### src/hdl/zx_pkg.sv
// ==================================================
// ZX memory and I/O core shared definitions
// Widths, port numbers, fixed banks, beeper levels
// and machine model codes
// ==================================================

package zx_pkg;

	// ==================================================
	// Bus and data widths
	// ==================================================

	// Bank offset width, one 16K slot
	localparam int SLOT_BITS = 14;

	typedef logic [15:0] cpu_addr_t;
	// Bit 16 set selects I/O space
	typedef logic [16:0] wb_addr_t;
	typedef logic [7:0]  byte_t;
	typedef logic [3:0]  bank_t;
	// Bank number on top of the slot offset
	typedef logic [17:0] ram_addr_t;
	typedef logic [2:0]  border_t;
	typedef logic [15:0] sample_t;

	// ==================================================
	// Machine models
	// ==================================================

	typedef logic [1:0] machine_t;

	localparam machine_t MACHINE_128K     = 2'd0;
	localparam machine_t MACHINE_PENTAGON = 2'd1;
	localparam machine_t MACHINE_SCORPION = 2'd2;
	localparam machine_t MACHINE_48K      = 2'd3;

	// ==================================================
	// Ports, banks and levels
	// ==================================================

	// 7FFD decodes on A15 and A1 both low
	localparam cpu_addr_t PORT_7FFD_MASK = 16'h8002;
	// Scorpion extra paging port, full decode
	localparam cpu_addr_t PORT_1FFD = 16'h1FFD;

	// Banks wired to slots 1 and 2
	localparam bank_t BANK_SLOT1 = 4'd5;
	localparam bank_t BANK_SLOT2 = 4'd2;

	// Floating bus value
	localparam byte_t OPEN_BUS = 8'hFF;

	localparam sample_t EAR_WEIGHT = 16'h4000;
	localparam sample_t MIC_WEIGHT = 16'h2000;

endpackage

### src/hdl/zx_ula_port.sv
// ==================================================
// ULA output port
// Latches border, MIC and EAR from even I/O writes
// and mixes EAR and MIC into the beeper sample
// ==================================================

`timescale 1ns/1ns

module zx_ula_port (
	input  logic              clk_sys,
	input  logic              reset,

	input  logic              io_req,
	input  zx_pkg::cpu_addr_t bus_addr,
	input  logic              bus_we,
	input  zx_pkg::byte_t     bus_wdata,

	output zx_pkg::border_t   border,
	output zx_pkg::sample_t   audio
);

	logic            ula_wr;
	logic            ear;
	logic            mic;
	zx_pkg::sample_t ear_level;
	zx_pkg::sample_t mic_level;

	// ULA answers any even port
	assign ula_wr = io_req & bus_we & ~bus_addr[0];

	// ==================================================
	// Port latch
	// ==================================================

	always_ff @(posedge clk_sys) begin
		if (reset) begin
			border <= '0;
			ear    <= 1'b0;
			mic    <= 1'b0;
		end else if (ula_wr) begin
			border <= bus_wdata[2:0];
			mic    <= bus_wdata[3];
			ear    <= bus_wdata[4];
		end
	end

	// ==================================================
	// Beeper mix
	// ==================================================

	assign ear_level = ear ? zx_pkg::EAR_WEIGHT : '0;
	assign mic_level = mic ? zx_pkg::MIC_WEIGHT : '0;

	// Levels are small enough that the sum never wraps
	assign audio = ear_level + mic_level;

endmodule

### config.mk
export PLATFORM = sky130hd
export DESIGN_NAME = zx_ula_port
export DESIGN_NICKNAME = d
export VERILOG_FILES = /design/src/hdl/zx_pkg.sv /design/src/hdl/zx_ula_port.sv
export SDC_FILE = /design/constraint.sdc
export NUM_CORES = 1
export LEC_CHECK = 0
export ABC_AREA = 1
export BUFFER_PORTS_ARGS = -buffer_cell sky130_fd_sc_hd__buf_2
export CORE_AREA = 2 2 39 41
export CTS_CLUSTER_SIZE = 16
export DETAILED_ROUTE_END_ITERATION = 7
export DIE_AREA = 0 0 41 43
export PLACE_DENSITY = 0.69
export REMOVE_ABC_BUFFERS = 1
export SLEW_MARGIN = 10
export SYNTH_ARGS = -nofsm -noshare
export SYNTH_HDL_FRONTEND = slang
export SYNTH_SLANG_ARGS = --single-unit
### constraint.sdc
create_clock -name clk_sys -period 0.8 [get_ports clk_sys]
set_input_delay 0.12 -clock clk_sys [delete_from_list [all_inputs] [get_ports clk_sys]]
set_output_delay 0.12 -clock clk_sys [all_outputs]
set_load 0.02 [all_outputs]
# Yosys cells after proc, flatten, opt, wreduce, memory -nomap -nowiden
# Cells that the tools add are included.
[op_classes]
n_eq_ne = 0
div = 0
n_lt_le_gt_ge = 0
n_mux = 2
multipliers = 0
n_reduce_logical = 0
n_shift = 0
addsub = 1
n_bitwise = 3
[op_table]
columns = ["operator", "n"]
rows = [
  ["15-bit by 14-bit adder with 16-bit output", 1],
  ["15-bit 2-to-1 mux", 1],
  ["14-bit 2-to-1 mux", 1],
  ["1-bit AND", 2],
  ["1-bit NOT", 1],
]
[word_totals]
mem_bits_ro = 0
mem_count = 0
register_bits = 5
latchBits = 0
in_bits = 28
mem_bits_rw = 0

# Logic depth before layout (Yosys ltp)
[logic_depth]
depth_word = 2
ltp_mapped = 5
depth_no_buf = 5

# Worst setup path before layout
# OpenSTA, ideal clock, no wires.
[synth_path]
path_kind = "reg-to-reg"
startpoint = "reg, netlist name border[0]"
endpoint = "reg border[0]"
synth_period_minus_slack_ns = 0.694
required_ns = 0.736
setup_ns = 0.064
path_slack_ns = 0.106
arrival_ns = 0.630
stages_incl_launch_ff = 5
path_cell_list = "dfxtp_1 -> inv_1 -> nand2_1 -> nand2_1 -> nor2_1"
[synth_lines]
columns = ["element", "line", "rtl"]
rows = [
  ["end signal: assignment", "zx_ula_port.sv:41", "border <= bus_wdata[2:0];"],
  ["end: declaration", "zx_ula_port.sv:18", "output zx_pkg::border_t border,"],
]

# Final worst setup path
[layout_path]
startpoint = "reg border[1]"
endpoint = "out border[1]"
# No word-level cell between the ends.

==> run summary <==
total CTS buffers = 3
number of buffers added on ports = 14
post-detailed-route via-to-cell ratio = 3.370
Yosys Warn Count = 0
final worst path period share = 100.7%
Mapped Cells = 50
GRT Total Usage = 7.924%
post-CTS clock slew at the launch and capture registers of the worst setup and hold paths = 50 ps
number of enable flip-flop cells after synthesis = 0
final critical path time including I/O delays and setup = 805.4 ps
Netlist cell types = 8
die span in x = 41 µm
delay-heaviest family, CP = flip-flops
Detail Route Antenna Nets = 0
class of the tightest hold or removal check = primary input to flop
peak ir drop on the vdd network = 0.0004962 V
static leakage = 0.2531 nW
height of the die = 43 µm
core occupancy in the finished layout = 30.83%
total number of clock tree sinks = 5
Layout Nets = 94
number of hold-slack violations in the final timing report = 0
summed instance area of the synthesized netlist = 344.1 µm²
area of the core region = 1384 µm²
GRT overflow = 0
areal power density over the cells = 1729 nW/µm²
list of cells traversed by the critical path = buf_6
fraction of layout instances using a drive strength above 1 = 36.92%
Crit path largest cell delay = 320 ps
post-layout worst setup margin = -5.352 ps
outcome = complete, but fails checks
fmax = 1242 MHz
number of buffers added to fix hold violations after cts = 0
Remaining DRCs = 0
Post-synth ARST share = 0%
share of synthesized area occupied by flip-flops and latches = 29.09%
number of failing setup endpoints in the final timing report = 2
count of buffering cells on the critical path with inverters included = 1
Synth area leader = sky130_fd_sc_hd__buf_4
TritonCTS clock tree = yes
Syn-to-layout area delta = 24.00%
global-route wire length before repair = 855 µm
clock latency at the later pin of the worst-skew pair = 240 ps
number of placed I/O pins = 47
per-instance average area after synthesis = 6.882 µm²
vias = 273
number of DRC markers in iteration 0 = 1
critical path peak fanout = 2
largest net degree at the start of global routing = 11
required time at the endpoint of the critical path = 680 ps
leading post-synthesis cells by cell area = sky130_fd_sc_hd__buf_4, sky130_fd_sc_hd__dfxtp_1, sky130_fd_sc_hd__nand2_1
antenna violations before repair = 0
Most used DFF post-synth = sky130_fd_sc_hd__dfxtp_1
average routed wire per standard cell = 6.827 µm
top cell types by occurrence after synthesis = sky130_fd_sc_hd__buf_4, sky130_fd_sc_hd__nand2_1, sky130_fd_sc_hd__nor2_1
instance count after placement with tap cells included = 77
kind of critical path = flop to primary output
Fin Clk Skew = 0 ps
category of the worst setup path launch point = flop
area share of the largest cell type after synthesis = 34.91%
most frequently used cell type in the post-synthesis netlist = sky130_fd_sc_hd__buf_4
effective utilization at floorplan = 24.86%
DIE AREA = 1763 µm²
final HPWL from detailed placement = 450.4 µm
Layout Cells excl Fill = 81
Routability Congestion = 0.6427
max-cap viol count = 0
number of synthesized register bits = 5
largest buffer count on any clock path = 2
CP max-delay cell = sky130_fd_sc_hd__dfxtp_2
RSZ-0062 raised after global routing = yes
critical path arrival = 690 ps
Final Slew Violations = 0
Initial DRT Pass Iterations = 2
count of H-tree levels built during CTS = 1
failing checks = setup timing
Total Routed Length = 553 µm
number of antenna diodes = 0
Crit. End Element = primary output
clock root buffer = sky130_fd_sc_hd__clkbuf_4
number of global-route vias before repair = 244
row count = 14
filler cell count = 166
[per-stage QoR]
stage               setup TNS [ps]  hold slack (ps)  instance area (µm²)  worst slack [ps]  total power [mW]
global route                -151.5            101.8                426.7            -36.83            0.7984
detailed placement               0            350.7                362.8             94.15            0.4239
finish                      -7.062            98.45                426.7            -5.352            0.7376
CTS                         -63.35            92.01                426.7            -17.77            0.7597
floorplan                        0            254.9                272.8             105.7            0.3811
global placement                 0            342.8                362.8             114.5            0.4215
[cell usage in the layout (no fill, tap or decap)]
master	instances
sky130_fd_sc_hd__clkbuf_4	3
sky130_fd_sc_hd__inv_1	6
sky130_fd_sc_hd__clkbuf_1	1
sky130_fd_sc_hd__clkinv_2	1
sky130_fd_sc_hd__nand3_4	1
sky130_fd_sc_hd__buf_6	5
sky130_fd_sc_hd__buf_2	9
sky130_fd_sc_hd__nand2_1	10
sky130_fd_sc_hd__dfxtp_2	5
sky130_fd_sc_hd__nor2_1	10
sky130_fd_sc_hd__conb_1	14
[flip-flops by register name, indices dropped and copies added (netlist names)]
signal	cells
mic	1
border	3
ear	1
[timing repair]
action                     in CTS  in global routing
setup buffers                   0                  0
pin swaps                       0                  0
setup endpoints to repair       5                  5
resized for setup              15                  0
[cells by family (layout without fill, tap and decap cells)]
kind of cell	after synthesis	count (layout)	synth area share [%]
other cells	1	14	1.090
flops	5	5	29.09
buf+inv	23	25	42.91
simple gates	21	21	26.91
[power by group]
| group | total, mW | switching, mW | internal, mW |
|---|---|---|---|
| combinational | 0.165 | 0.111 | 0.0534 |
| sequential | 0.274 | 0.00823 | 0.266 |
| clock | 0.299 | 0.110 | 0.189 |
[routing by layer]
| layer | global-route usage (%) | part of all wire [%] | vias to the layer above |
|---|---|---|---|
| met3 | 5.236 | 16 | 0 |
| met4 | 8.000 | 0 | 0 |
| li1 | - | - | 142 |
| met1 | 7.051 | 34 | 112 |
| met5 | 0 | 0 | - |
| met2 | 10.94 | 50 | 19 |
[layout make-up]
cell class	count	area, µm²	area share [%]
tap	16	20.02	4.692
multi-input combinational	35	145.1	34.02
timing repair buffer	14	101.3	23.75
sequential	5	106.4	24.93
inverter	7	27.53	6.452
clock buffer	4	26.28	6.158
[worst paths after layout]
path | start | to | slack, ps | cells past startpoint
worst max-delay path | border[1] | border[1] | -5 | 1
worst max register to register | border[1] | border[1] | 190 | 4
worst min register to register | border[2] | border[2] | 510 | 4
worst min-delay path | bus_wdata[0] | border[0] | 100 | 3
(Power assumes the default switching activity.)
