File: src/hdl/zx_pkg.sv
// ==================================================
// ZX memory and I/O core shared definitions
// Widths, port numbers, fixed banks, beeper levels
// and machine model codes
// ==================================================

package zx_pkg;

	// ==================================================
	// Bus and data widths
	// ==================================================

	// Bank offset width, one 16K slot
	localparam int SLOT_BITS = 14;

	typedef logic [15:0] cpu_addr_t;
	// Bit 16 set selects I/O space
	typedef logic [16:0] wb_addr_t;
	typedef logic [7:0]  byte_t;
	typedef logic [3:0]  bank_t;
	// Bank number on top of the slot offset
	typedef logic [17:0] ram_addr_t;
	typedef logic [2:0]  border_t;
	typedef logic [15:0] sample_t;

	// ==================================================
	// Machine models
	// ==================================================

	typedef logic [1:0] machine_t;

	localparam machine_t MACHINE_128K     = 2'd0;
	localparam machine_t MACHINE_PENTAGON = 2'd1;
	localparam machine_t MACHINE_SCORPION = 2'd2;
	localparam machine_t MACHINE_48K      = 2'd3;

	// ==================================================
	// Ports, banks and levels
	// ==================================================

	// 7FFD decodes on A15 and A1 both low
	localparam cpu_addr_t PORT_7FFD_MASK = 16'h8002;
	// Scorpion extra paging port, full decode
	localparam cpu_addr_t PORT_1FFD = 16'h1FFD;

	// Banks wired to slots 1 and 2
	localparam bank_t BANK_SLOT1 = 4'd5;
	localparam bank_t BANK_SLOT2 = 4'd2;

	// Floating bus value
	localparam byte_t OPEN_BUS = 8'hFF;

	localparam sample_t EAR_WEIGHT = 16'h4000;
	localparam sample_t MIC_WEIGHT = 16'h2000;

endpackage

File: src/hdl/zx_pager.sv
// ==================================================
// Memory pager
// Holds the 7FFD and 1FFD paging state and maps
// the four 16K slots onto physical RAM banks
// ==================================================

`timescale 1ns/1ns

module zx_pager #(
	parameter int RAM_BANK_BITS = 4
) (
	input  logic              clk_sys,
	input  logic              reset,
	input  zx_pkg::machine_t  machine,

	input  logic              mem_req,
	input  logic              io_req,
	input  zx_pkg::cpu_addr_t bus_addr,
	input  logic              bus_we,
	input  zx_pkg::byte_t     bus_wdata,

	output zx_pkg::ram_addr_t ram_addr,
	output logic              ram_we,
	output logic              ram_en,
	output logic              slot_open,
	output logic              screen_shadow
);

	// With only 128K fitted the high bank bit never reaches the RAM
	localparam bit HIGH_BANK_EN = (RAM_BANK_BITS > 3);

	zx_pkg::machine_t model;
	zx_pkg::byte_t    page_reg;
	logic             page_high;
	logic             ram0;

	logic             is_scorpion;
	logic             is_pentagon;
	logic             page_lock;
	logic             port_7ffd;
	logic             port_1ffd;
	logic             page_wr;
	zx_pkg::bank_t    bank;

	assign is_scorpion = (model == zx_pkg::MACHINE_SCORPION);
	assign is_pentagon = (model == zx_pkg::MACHINE_PENTAGON);

	// 48K never pages; others lock once bit 5 is written
	assign page_lock = page_reg[5] | (model == zx_pkg::MACHINE_48K);

	// Scorpion also needs A14 high on 7FFD, which keeps 1FFD apart
	assign port_7ffd = ((bus_addr & zx_pkg::PORT_7FFD_MASK) == '0) &
		(bus_addr[14] | ~is_scorpion);
	assign port_1ffd = is_scorpion & (bus_addr == zx_pkg::PORT_1FFD);

	assign page_wr = io_req & bus_we & ~page_lock;

	// ==================================================
	// Paging registers
	// ==================================================

	always_ff @(posedge clk_sys) begin
		if (reset) begin
			model     <= machine;
			page_reg  <= '0;
			page_high <= 1'b0;
			ram0      <= 1'b0;
		end else if (page_wr) begin
			if (port_7ffd) begin
				page_reg <= bus_wdata;
				if (is_pentagon) begin
					page_high <= bus_wdata[6];
				end
			end
			if (port_1ffd) begin
				page_high <= bus_wdata[4];
				ram0      <= bus_wdata[0];
			end
		end
	end

	assign screen_shadow = page_reg[3];

	// ==================================================
	// Slot to bank translation
	// ==================================================

	always_comb begin
		slot_open = 1'b0;
		case (bus_addr[15:14])
			2'd0: begin
				// No ROM here, so slot 0 floats unless Scorpion RAM is paged in
				bank      = '0;
				slot_open = ~ram0;
			end
			2'd1: bank = zx_pkg::BANK_SLOT1;
			2'd2: bank = zx_pkg::BANK_SLOT2;
			default: bank = {page_high & HIGH_BANK_EN, page_reg[2:0]};
		endcase
	end

	assign ram_addr = {bank, bus_addr[zx_pkg::SLOT_BITS-1:0]};
	assign ram_en   = mem_req & ~slot_open;
	assign ram_we   = mem_req & bus_we & ~slot_open;

endmodule

File: config.mk
export PLATFORM = sky130hd
export DESIGN_NAME = zx_pager
export DESIGN_NICKNAME = d
export VERILOG_FILES = /design/src/hdl/zx_pkg.sv /design/src/hdl/zx_pager.sv
export SDC_FILE = /design/constraint.sdc
export NUM_CORES = 1
export LEC_CHECK = 0
export ABC_AREA = 1
export BUFFER_PORTS_ARGS = -buffer_cell sky130_fd_sc_hd__buf_4
export CAP_MARGIN = 30
export CORE_MARGIN = 1
export CORE_UTILIZATION = 41
export DETAILED_ROUTE_END_ITERATION = 16
export GPL_ROUTABILITY_DRIVEN = 0
export PLACE_DENSITY = 0.9
export SLEW_MARGIN = 25
export SYNTH_ARGS = -nofsm -noshare
export SYNTH_HDL_FRONTEND = slang
export SYNTH_SLANG_ARGS = --single-unit
File: constraint.sdc
create_clock -name clk_sys -period 3 [get_ports clk_sys]
set_input_delay 0.15 -clock clk_sys [delete_from_list [all_inputs] [get_ports clk_sys]]
set_output_delay 0.15 -clock clk_sys [all_outputs]
set_load 0.03 [all_outputs]
# Word level (Yosys, flattened, before mapping)
# Index checks and enable logic that the tools add are counted.
[op_classes]
n_eq_ne = 6
mux = 5
n_bitwise = 13
n_reduce_logical = 7
[op_table]
columns = ["operator", "count"]
rows = [
  ["$eq 16x13->1 const B", 1],
  ["$logic_not 16->1", 1],
  ["$pmux 4 s3", 1],
  ["$and 1x1->1", 7],
  ["$eq 2x2->1 const B", 3],
  ["$eq 2x1->1 const B", 2],
  ["$mux 1", 4],
  ["$not 1->1", 4],
  ["$reduce_and 2->1", 2],
  ["$reduce_bool 2->1", 2],
  ["$reduce_and 3->1", 1],
  ["$logic_not 2->1", 1],
  ["$or 1x1->1", 2],
]
[word_totals]
regBits = 10
inputBits = 31
out_inout_bits = 22
word_cells = 35

# Logic depth before layout (Yosys ltp)
[depth]
ltp_word = 6
depth_mapped = 10

# Worst setup path after synthesis
# Ideal clock, no wire load.
[synth_path]
kind = "reg-to-output"
start = "register ram0"
end = "output ram_en"
t_arrival_ns = 1.443
required_time_ns = 2.850
slack_ns = 1.407
stages_incl_launch_ff = 3
path_buffers = 0
path_cell_list = "dfxtp_1 -> nor3_1 -> nor2_1"
[synth_between]
elab_chain_len = 4
[synth_lines]
columns = ["item", "line_no", "rtl"]
rows = [
  ["start: declaration", "zx_pager.sv:35", "logic ram0;"],
  ["start signal: assignment", "zx_pager.sv:77", "ram0 <= bus_wdata[0];"],
  ["$not 1->1", "zx_pager.sv:94", "slot_open = ~ram0;"],
  ["$mux 1", "zx_pager.sv:90", "case (bus_addr[15:14])"],
  ["via slot_open", "zx_pager.sv:25", "output logic slot_open,"],
  ["$not 1->1", "zx_pager.sv:103", "assign ram_en = mem_req & ~slot_open;"],
  ["$and 1x1->1", "zx_pager.sv:103", ""],
  ["end: declaration", "zx_pager.sv:24", "output logic ram_en,"],
]
# The timed path passes the listed nets, and every way through them passes these cells.

# Final worst setup path
[layout_path]
start = "register ram0"
end = "output ram_we"
[layout_between]
elab_chain_len = 4
[layout_lines]
columns = ["item", "line_no", "rtl"]
rows = [
  ["$not 1->1", "zx_pager.sv:94", ""],
  ["$mux 1", "zx_pager.sv:90", ""],
  ["$not 1->1", "zx_pager.sv:104", "assign ram_we = mem_req & bus_we & ~slot_open;"],
  ["$and 1x1->1", "zx_pager.sv:104", ""],
  ["end: declaration", "zx_pager.sv:23", "output logic ram_we,"],
]
# No other way between the ends.

==> results by group <==
Power
  – Lkg Pwr: 0.581 nW
  – PwrDens: 336 nW/µm²
  – Maximum vdd drop: 0.318 mV
  – PnR Total Power: 0.338 mW

Synth
  – Commonest cells in the netlist: nor2_1, nand2_1, buf_4
  – Fraction of registers with async set/reset: 0%
  – Synth Area per Inst: 6.63 µm²
  – Synth top area cells: dfxtp_1, buf_4, nor2_1
  – Synth Register Bits: 9
  – Synthesized Nets: 134
  – Sequential share of the synthesized area: 29.3%
  – Top-count cell post-synth: nor2_1
  – Unique cell type count in the Yosys netlist: 18
  – Yosys top cell by area: dfxtp_1
  – Mapped Cells: 103
  – Post-synth top flop: dfxtp_1
  – Syn. warnings: 0
  – Post-synth top area share: 20.5%
  – EDFF count, synth: 2
  – Cell Area, Synth: 683 µm²

Clocking
  – CTS Hold Buffers Added: 0
  – Clock Path Buffers: 2
  – Clk pin slew, worst setup/hold paths: 0.06 ns
  – Post CTS Setup Buffer Count: 0
  – Worst skew pair latency: 0.26 ns
  – H-tree Lvls: 1
  – CTS Buf Count: 3
  – Clk root buf: clkbuf_4
  – Clock sink count: 9
  – CTS tree: yes
  – Post-cts sizing count: 0

Floorplan
  – Ports: 53
  – Die H: 42.8 µm
  – Die area: 1830 µm²
  – Initial core utilization: 44.8%
  – Die X-Extent: 42.8 µm
  – Row count: 14
  – Total core area: 1520 µm²

Critical path
  – Critical path class: register to output port
  – Crit. End Element: output port
  – Reg2reg end: page_high
  – CP startpoint kind: register
  – Worst EP required: 2.85 ns
  – Crit Path Max Fanout: 3
  – Reg2Reg Depth: 8
  – Slowest cell on crit path: nor3_1
  – Worst path bufs/invs: 1
  – CP top delay family: simple AND/OR/NAND/NOR gates
  – CP max stage delay: 0.34 ns
  – R2R Path Start: model[1]
  – Cells along the critical path: nor3_1, nor2_1, buf_4
  – Reg2Reg Setup Slack: 1.76 ns
  – Critical Path AT: 1.16 ns

Routing
  – Vias per inst: 4.52
  – Vias: 723
  – Detailed Routing Iterations Pass 1: 4
  – Routed WL: 1560 µm
  – Post-route ant nets: 0
  – DR iter-0 viols: 10
  – Drt wl/cell: 9.72 µm
  – Post-route DRC: 0

Timing
  – # setup viols final: 0
  – RSZ-0062 raised after global routing: no
  – Tmin final: 1.31 ns
  – Final Slew Violations: 0
  – Worst Max-Slew Pin Slew: 0.353 ns
  – Final period util: 43.7%
  – Max-Slew Margin vs Limit: 76.3%
  – Maximum clock frequency: 0.763 GHz
  – Final setup margin: 1.69 ns
  – Hold Violations, Final: 0
  – TNS Setup: 0 ns
  – Final Hold Slack: 0.0627 ns
  – Layout Skew: 0.000524 ns

Finish
  – Share of post-route cells with drive strength above 1: 50.0%
  – Final core occ: 66.1%
  – Diode count: 0
  – Post-Layout Inst Area: 1010 µm²
  – Filler cells: 144
  – Area growth syn-to-layout: 47.4%
  – Max reg flops: 5
  – Nets@finish: 176
  – Non-Filler Instances: 160

Global routing
  – Global route total overflow: 0
  – Total track usage: 17.1%
  – Largest net degree at the start of global routing: 8
  – First-pass GRT wire length: 2390 µm
  – Initial antenna violation count: 0
  – Vias in the first global route: 602

Placement
  – Post-DP Area: 981 µm²
  – Worst slack at placement: 1.76 ns
  – IO buf count: 51
  – Placed cells: 156
  – Final HPWL DP: 1320 µm

Hold path
  – Hold-critical path endpoint: model[1]
  – Min-delay src: machine[1]
  – Worst hold path type: input port to register
  – WHS Path Cells: 1

Status
  – Status: completed

Job
  – Max-capacitance violation count: 0
layout by cell type (no fill, tap or decap), types with 3 or more instances in the layout:
cell / count
buf_4: 51
nor2_1: 23
nand2_1: 15
inv_1: 13
dfxtp_1: 7
inv_2: 6
o21ai_0: 4
nand3_2: 3
nand2_2: 3
nand3_1: 3
clkbuf_4: 3
layout make-up:
type	count	area, µm²	share of cell area, %
Inverter	19	71.3	7.08
Multi-Input combinational cell	61	307	30.4
Sequential cell	9	200	19.9
Timing Repair Buffer	51	383	38.0
Clock buffer	4	26.3	2.61
Tap cell	16	20.0	1.99
where the power goes:
part	leakage (nW)	total (mW)	switching, mW	internal (mW)
clock	0.0150	0.0932	0.0419	0.0512
sequential	0.0762	0.131	0.00261	0.128
combinational	0.490	0.114	0.0632	0.0509
kinds of logic (layout without fill, tap and decap cells):
family | Yosys count | after routing | synth area share (%)
and+or+nand+nor | 56 | 56 | 41.2
buffers and inverters | 33 | 74 | 25.8
DFF | 9 | 9 | 29.3
AOI/OAI and AO/OA | 5 | 5 | 3.66
routing by layer:
layer	vias to the layer above	track usage, %	routed length, µm
met2	40	31.8	797
met1	298	18.3	564
met3	2	2.98	169
met4	0	7.50	25
li1	383	-	-
met5	-	0	0
how the worst max path moves through the flow:
| stage | endpoint | cells past startpoint | startpoint |
|---|---|---|---|
| 2_1_floorplan | ram_en | 2 | ram0 |
| 3_3_place_gp | page_high | 8 | model[1] |
| 3_5_place_dp | page_high | 8 | model[1] |
| 4_1_cts | ram_we | 3 | ram0 |
| 5_1_grt | ram_en | 3 | ram0 |
| 6_report | ram_we | 3 | ram0 |
No activity file was read; power rests on OpenSTA's default activity.
