## src/hdl/zx_pkg.sv

```systemverilog
// ==================================================
// ZX memory and I/O core shared definitions
// Widths, port numbers, fixed banks, beeper levels
// and machine model codes
// ==================================================

package zx_pkg;

	// ==================================================
	// Bus and data widths
	// ==================================================

	// Bank offset width, one 16K slot
	localparam int SLOT_BITS = 14;

	typedef logic [15:0] cpu_addr_t;
	// Bit 16 set selects I/O space
	typedef logic [16:0] wb_addr_t;
	typedef logic [7:0]  byte_t;
	typedef logic [3:0]  bank_t;
	// Bank number on top of the slot offset
	typedef logic [17:0] ram_addr_t;
	typedef logic [2:0]  border_t;
	typedef logic [15:0] sample_t;

	// ==================================================
	// Machine models
	// ==================================================

	typedef logic [1:0] machine_t;

	localparam machine_t MACHINE_128K     = 2'd0;
	localparam machine_t MACHINE_PENTAGON = 2'd1;
	localparam machine_t MACHINE_SCORPION = 2'd2;
	localparam machine_t MACHINE_48K      = 2'd3;

	// ==================================================
	// Ports, banks and levels
	// ==================================================

	// 7FFD decodes on A15 and A1 both low
	localparam cpu_addr_t PORT_7FFD_MASK = 16'h8002;
	// Scorpion extra paging port, full decode
	localparam cpu_addr_t PORT_1FFD = 16'h1FFD;

	// Banks wired to slots 1 and 2
	localparam bank_t BANK_SLOT1 = 4'd5;
	localparam bank_t BANK_SLOT2 = 4'd2;

	// Floating bus value
	localparam byte_t OPEN_BUS = 8'hFF;

	localparam sample_t EAR_WEIGHT = 16'h4000;
	localparam sample_t MIC_WEIGHT = 16'h2000;

endpackage

```

## src/hdl/zx_bus_slave.sv

```systemverilog
// ==================================================
// Wishbone classic slave
// Turns each bus cycle into one memory or I/O
// request and returns the ack two edges later
// ==================================================

`timescale 1ns/1ns

module zx_bus_slave (
	input  logic             clk_sys,
	input  logic             reset,

	input  logic             wb_cyc,
	input  logic             wb_stb,
	input  logic             wb_we,
	input  zx_pkg::wb_addr_t wb_adr,
	input  zx_pkg::byte_t    wb_dat_w,
	output zx_pkg::byte_t    wb_dat_r,
	output logic             wb_ack,

	input  zx_pkg::byte_t    ram_rdata,
	input  logic             slot_open,

	output logic             mem_req,
	output logic             io_req,
	output zx_pkg::cpu_addr_t bus_addr,
	output logic             bus_we,
	output zx_pkg::byte_t    bus_wdata
);

	// Access timer
	// 0 idle, 1 request strobe, 2 ack
	logic [1:0] timer;
	logic       accept;
	logic       io_space;
	// Read data comes from the floating bus
	logic       open_q;

	assign accept   = wb_cyc & wb_stb & (timer == 2'd0);
	assign io_space = wb_adr[16];

	// ==================================================
	// Cycle pacing
	// ==================================================

	always_ff @(posedge clk_sys) begin
		if (reset) begin
			timer   <= 2'd0;
			wb_ack  <= 1'b0;
			mem_req <= 1'b0;
			io_req  <= 1'b0;
			open_q  <= 1'b0;
		end else begin
			mem_req <= accept & ~io_space;
			io_req  <= accept & io_space;
			wb_ack  <= (timer == 2'd1);

			if (accept) begin
				timer <= 2'd1;
			end else if (timer == 2'd2) begin
				// Master still holds stb on this edge, so stay out of idle until now
				timer <= 2'd0;
			end else if (timer != 2'd0) begin
				timer <= timer + 2'd1;
			end

			// Slot decode is only valid in the strobe cycle
			if (mem_req | io_req) begin
				open_q <= io_req | slot_open;
			end
		end
	end

	// Address and write data held for the request
	always_ff @(posedge clk_sys) begin
		if (accept) begin
			bus_addr  <= wb_adr[15:0];
			bus_we    <= wb_we;
			bus_wdata <= wb_dat_w;
		end
	end

	// ==================================================
	// Read data
	// ==================================================

	assign wb_dat_r = open_q ? zx_pkg::OPEN_BUS : ram_rdata;

endmodule

```

## config.mk

```make
export PLATFORM = sky130hd
export DESIGN_NAME = zx_bus_slave
export DESIGN_NICKNAME = d
export VERILOG_FILES = /design/src/hdl/zx_pkg.sv /design/src/hdl/zx_bus_slave.sv
export SDC_FILE = /design/constraint.sdc
export NUM_CORES = 1
export LEC_CHECK = 0
export ABC_CLOCK_PERIOD_IN_PS = 1590
export BUFFER_PORTS_ARGS = -buffer_cell sky130_fd_sc_hd__clkbuf_2
export CAP_MARGIN = 20
export CORE_ASPECT_RATIO = 0.8
export CORE_MARGIN = 3
export CORE_UTILIZATION = 35
export DETAILED_ROUTE_END_ITERATION = 8
export HOLD_SLACK_MARGIN = 0.06
export PLACE_DENSITY = 0.73
export SYNTH_ARGS = -nofsm -noshare
export SYNTH_HDL_FRONTEND = slang
export SYNTH_SLANG_ARGS = --single-unit
```

## constraint.sdc

```tcl
create_clock -name clk_sys -period 1.59 [get_ports clk_sys]
set_input_delay 0.159 -clock clk_sys [delete_from_list [all_inputs] [get_ports clk_sys]]
set_output_delay 0.159 -clock clk_sys [all_outputs]
set_load 0.02 [all_outputs]
```

# == Word level (Yosys, flattened, before mapping) ==
# Cells that the tools add are included.
# word_totals
register_bits,31
out_inout_bits,36
wordCells,27
# classes
addsub,1
eq_ne,2
mux,4
bitwise_logic,7
n_reduce_logical,4
# ops
op,count
8-bit 2-to-1 mux,1
1-bit AND,4
1-bit 2-to-1 mux,3
3-bit nonzero test,1
3-bit OR reduction,1
"2-bit by 1-bit adder with 2-bit output, second input constant",1
"2-bit by 1-bit == test with 1-bit output, second input constant",1
"2-bit == test, second input constant",1
2-bit zero test,1
1-bit OR,2
2-bit nonzero test,1
1-bit inverter,1

# == Longest topological paths before layout ==
# logic_depth
depth_word,4
ltp_mapped,5

# == Worst setup path after synthesis ==
# Ideal clock, no wire load.
# synth_timing
path_kind,register -> register
start,register timer[0]
end,"register bus_addr[0], enable pin"
setup_ns,0.380
t_arrival_ns,1.218
t_required_ns,1.210
slack_ns,-0.008
stages_incl_launch_ff,5
n_path_buf,0
synth_period_minus_slack_ns,1.598
cell_sequence,dfxtp_1 > inv_1 > ha_1 > nand3_1 > inv_1
# synth_between
elab_chain_cells,2
# synth_rtl
element,line_no,text
start: declaration,zx_bus_slave.sv:33,logic [1:0] timer;
start signal: assignment,zx_bus_slave.sv:64,timer <= timer + 2'd1;
2-bit zero test,zx_bus_slave.sv:39,assign accept = wb_cyc & wb_stb & (timer == 2'd0);
1-bit AND,zx_bus_slave.sv:39,
via accept,zx_bus_slave.sv:34,logic accept;
end signal: assignment,zx_bus_slave.sv:77,bus_addr <= wb_adr[15:0];
end: declaration,zx_bus_slave.sv:26,"output zx_pkg::cpu_addr_t bus_addr,"
# The timed path passes the listed nets, and every way through them passes these cells.
# A chain may end at the register's enable or synchronous reset.

# == Final worst setup path ==
# layout_timing
start,register timer[1]
end,"register bus_addr[6], enable pin"
# The elaborated chain is that of the path after synthesis.

==> flow_results.org <==
** Detailed routing
- The detail route stage leaves a number of antenna-violating nets equal to 0.
- Dividing the detail-routed wire length by the instance count gives 11.66 um.
- Number of DRC violations after detailed routing :: 0
- The first routing iteration left 18 violations.
- Vias per cell :: 4.035
- The first detailed-routing pass took 2 iterations.
- For this block, the via count after detailed routing is 815.
- Final Routed Wirelength :: 2356 um

** Die
- Die Footprint :: 3776 um^2
- In this run the core area contains 17 standard-cell rows.
- From bottom edge to top edge, the die measures 55.57 um.
- Width of the chip :: 67.96 um
- Initial cell density of the core :: 0.3771
- The core region is 2850 um^2.
- # IOs :: 75

** Clock network
- Clock tree root driver cell :: sky130_fd_sc_hd__clkbuf_8
- Number of H-tree branching levels :: 2
- Buffer count from post-CTS setup fixing :: 0
- Clock-pin slew was measured on the worst setup and hold paths at roughly 60 ps.
- Counting the buffers created by CTS gives 5.
- Later-pin clock latency in the skew report :: approximately 270 ps
- TritonCTS built the clock tree.
- Clock tree synthesis found a total of 31 sinks.
- The clock passes through at most 2 buffers.

** Min path
- Hold/Removal Path Class :: in2reg
- The path with the worst hold slack has its endpoint at bus_addr[7]$_DFFE_PP_.
- Hold_sp :: wb_adr[7]
- Number of cells traversed by the worst hold path :: 1

** Synthesis
- Cell types with the largest area share after synthesis :: sky130_fd_sc_hd__edfxtp_1 70%, sky130_fd_sc_hd__dfxtp_1 11%, sky130_fd_sc_hd__ha_1 4.7%
- Yosys mapped a number of flops with a built-in enable equal to 25.
- Number of flip-flops and latches in the synthesized netlist :: 31
- Nets in the synthesized netlist :: 104
- Number of warnings printed during yosys synthesis :: 0
- Sorting the synthesized cells by how often they occur yields 25 x sky130_fd_sc_hd__edfxtp_1, 8 x sky130_fd_sc_hd__or2_1, 6 x sky130_fd_sc_hd__dfxtp_1.
- Post-Syn Instances :: 61
- Averaged over all synthesized cells, the footprint is 17.62 um^2.
- The mapped netlist covers 1075 um^2.
- Library cell with the largest summed area after synthesis :: sky130_fd_sc_hd__edfxtp_1
- The share of synthesized area in the top cell type comes to 0.6985.
- Share of synthesized registers carrying an async set or reset :: 0
- Of the synthesized area, sequential elements account for 0.8102.
- Dominant cell by count in the synthesized netlist :: sky130_fd_sc_hd__edfxtp_1
- Distinct cell type count of the synthesized netlist :: 16
- Top_reg_cell synth :: sky130_fd_sc_hd__edfxtp_1

** Critical path
- Cell chain of the critical path :: inv_1 -> ha_1 -> nand3_1 -> clkinvlp_4 -> buf_12
- STA puts the critical path data required time at 1570 ps.
- The worst register-to-register path begins at timer[1]$_SDFFE_PP0P_.
- On the critical path the largest part of the delay comes from buffers and inverters.
- The critical path is of the reg2reg type.
- In this run the worst path has a maximum fanout of 25.
- In this run the register-to-register setup slack is 170 ps.
- Critical path arrival :: 1400 ps
- Measured in cells, the most critical reg-to-reg path has a length of 5.
- Largest stage delay, worst path :: 330 ps
- Together, buffers and inverters on the worst path number 3.
- STA classifies the critical path startpoint as a flip-flop.
- The worst setup path is captured at a flip-flop.
- End of the worst register-to-register path :: bus_addr[6]$_DFFE_PP_
- For this design, the slowest cell found on the critical path is sky130_fd_sc_hd__dfxtp_1.

** GRT
- Entering global routing, the biggest net connects 26 pins.
- Via count of the first global-routing pass :: 835
- For this run, the total global-route usage over all layers was measured as 0.1232.
- Final global-route overflow total :: 0
- First-pass GRT wire length :: between 3000 and 4000 um
- Initial antenna violation count :: 0

** Timing
- The final-report max-slew violation count is 0.
- In the finished design, the share of the clock period the worst path needs comes to 0.8953.
- Worst slew pin tran :: around 190 ps
- The count of final hold-check violations was 0.
- Sum of negative setup slack :: 0 ps
- Final-report setup violation count :: 0
- Normalized max-slew margin :: 0.8740
- Setup repair after global routing left no endpoint under its margin.
- On the final layout, the worst clock skew is 4.824 ps.
- Fmax :: ~700 MHz
- Time the final worst path needs with I/O delays and setup :: 1424 ps

** Pwr
- Cell internal power was estimated by the tool at 1.506 mW.
- Summed over all cells, the static leakage comes to 0.8148 nW.
- Switching Share :: 0.2779
- In this run the power spent charging and discharging nets is 0.5796 mW.
- Worst IR drop on VDD :: 0.5692 mV
- Share of power burned in combinational logic :: 0.246
- For this design the ratio of total power to cell area is 1156 nW/um^2.
- Of the total power, the clock network draws 0.259.
- Fraction of power consumed by sequential logic :: 0.495

** Place
- Detail Placement HPWL :: 1691 um
- Port buffering added 74 buffers.
- At the end of routability-driven placement, the weighted congestion stood at between 0.6 and 0.7.

** Cells and area
- From synthesis to final layout, the design area changed by 67.87%.
- Final core occ :: 0.6330
- Share of cells above drive strength 1 :: 0.5000
- Number of nets in the final layout :: 207
- The number of antenna diodes in the final layout is 0.

** Flow run
- Across the run, the number of max-cap violations was 0.

** Status
- The run finished with clean final reports.
how the worst max path moves through the flow:
stage / from / endpoint / slack [ps] / depth (start not counted)
6_report: timer[1]$_SDFFE_PP0P_ / bus_addr[6]$_DFFE_PP_ / 170 / 5
4_1_cts: timer[1]$_SDFFE_PP0P_ / bus_addr[4]$_DFFE_PP_ / 160 / 5
3_3_place_gp: timer[0]$_SDFFE_PP0P_ / bus_addr[3]$_DFFE_PP_ / 240 / 5
3_5_place_dp: timer[1]$_SDFFE_PP0P_ / bus_addr[0]$_DFFE_PP_ / 180 / 5
5_1_grt: timer[1]$_SDFFE_PP0P_ / bus_addr[6]$_DFFE_PP_ / 70 / 5
2_1_floorplan: timer[0]$_SDFFE_PP0P_ / bus_addr[0]$_DFFE_PP_ / 70 / 4
cells by family after synthesis:
kind of cell / Yosys count / share of synthesized area
AOI/OAI and AO/OA: 2 / 0.01281
muxes: 1 / 0.009314
adders and majority gates: 4 / 0.04657
and+or+nand+nor: 20 / 0.1106
buffers and inverters: 3 / 0.01048
DFF: 31 / 0.8102
sequential cells by signal, summed over array words and instances (netlist names):
signal	flops
io_req	1
bus_wdata	8
bus_we	1
bus_addr	16
wb_ack	1
mem_req	1
open_q	1
timer	2
final cells by class:
type | count | area (um^2)
clock buffers | 5 | 68.82
flip-flops and latches | 31 | 870.8
repair buffers | 96 | 600.6
multi-input cells | 27 | 192.7
clock inverters | 2 | 8.758
fillers | 217 | 1046
inverters | 3 | 15.01
well taps | 38 | 47.55
power by group through the flow:
stage	sequential, mW	combinational [mW]	clock [mW]
2_1_floorplan	1.14	0.189	0
3_3_place_gp	1.05	0.458	0
3_5_place_dp	1.05	0.475	0
4_1_cts	1.03	0.516	0.563
5_1_grt	1.04	0.562	0.604
6_report	1.03	0.513	0.540
layer usage:
layer / up-vias / wire (um) / GRT usage
met5: - / 0 / 0
met4: 0 / 8 / 0.05949
met3: 2 / 250 / 0.06098
met2: 40 / 1257 / 0.2349
met1: 352 / 839 / 0.09600
li1: 421 / - / -
per-stage QoR:
| stage | hold slack [ps] | setup slack [ps] | power [mW] | instance area [um^2] | cells |
|---|---|---|---|---|---|
| final | 70.17 | 166.4 | 2.086 | 1804 | 202 |
| after global routing | 60.28 | 65.36 | 2.208 | 1804 | 202 |
| after CTS | 60.57 | 157.8 | 2.113 | 1784 | 200 |
| after detailed placement | 337.6 | 178.0 | 1.525 | 1516 | 174 |
| after global placement | 337.0 | 237.8 | 1.504 | 1516 | 174 |
| after floorplan | 230.6 | 74.65 | 1.332 | 1079 | 61 |
timing repair:
| action | CTS | global route |
|---|---|---|
| resized for setup | 0 | 0 |
| hold buffers | 19 | 2 |
| hold endpoints to repair | 19 | 2 |
cell usage in the layout, fill, tap and decap left out, drive strengths merged:
| cell | n |
|---|---|
| nand2b | 2 |
| inv | 2 |
| nand2 | 1 |
| nor3b | 1 |
| dlygate4sd3 | 21 |
| buf | 1 |
| nor3 | 2 |
| edfxtp | 25 |
| nand3b | 1 |
| a211oi | 1 |
| clkinvlp | 1 |
| clkbuf | 79 |
| mux2i | 1 |
| or2 | 8 |
| nor2b | 3 |
| dfxtp | 6 |
| nand3 | 1 |
| nor2 | 1 |
| ha | 4 |
| a31oi | 1 |
| clkinv | 2 |
Note: power is estimated with default switching activity, not from simulation.
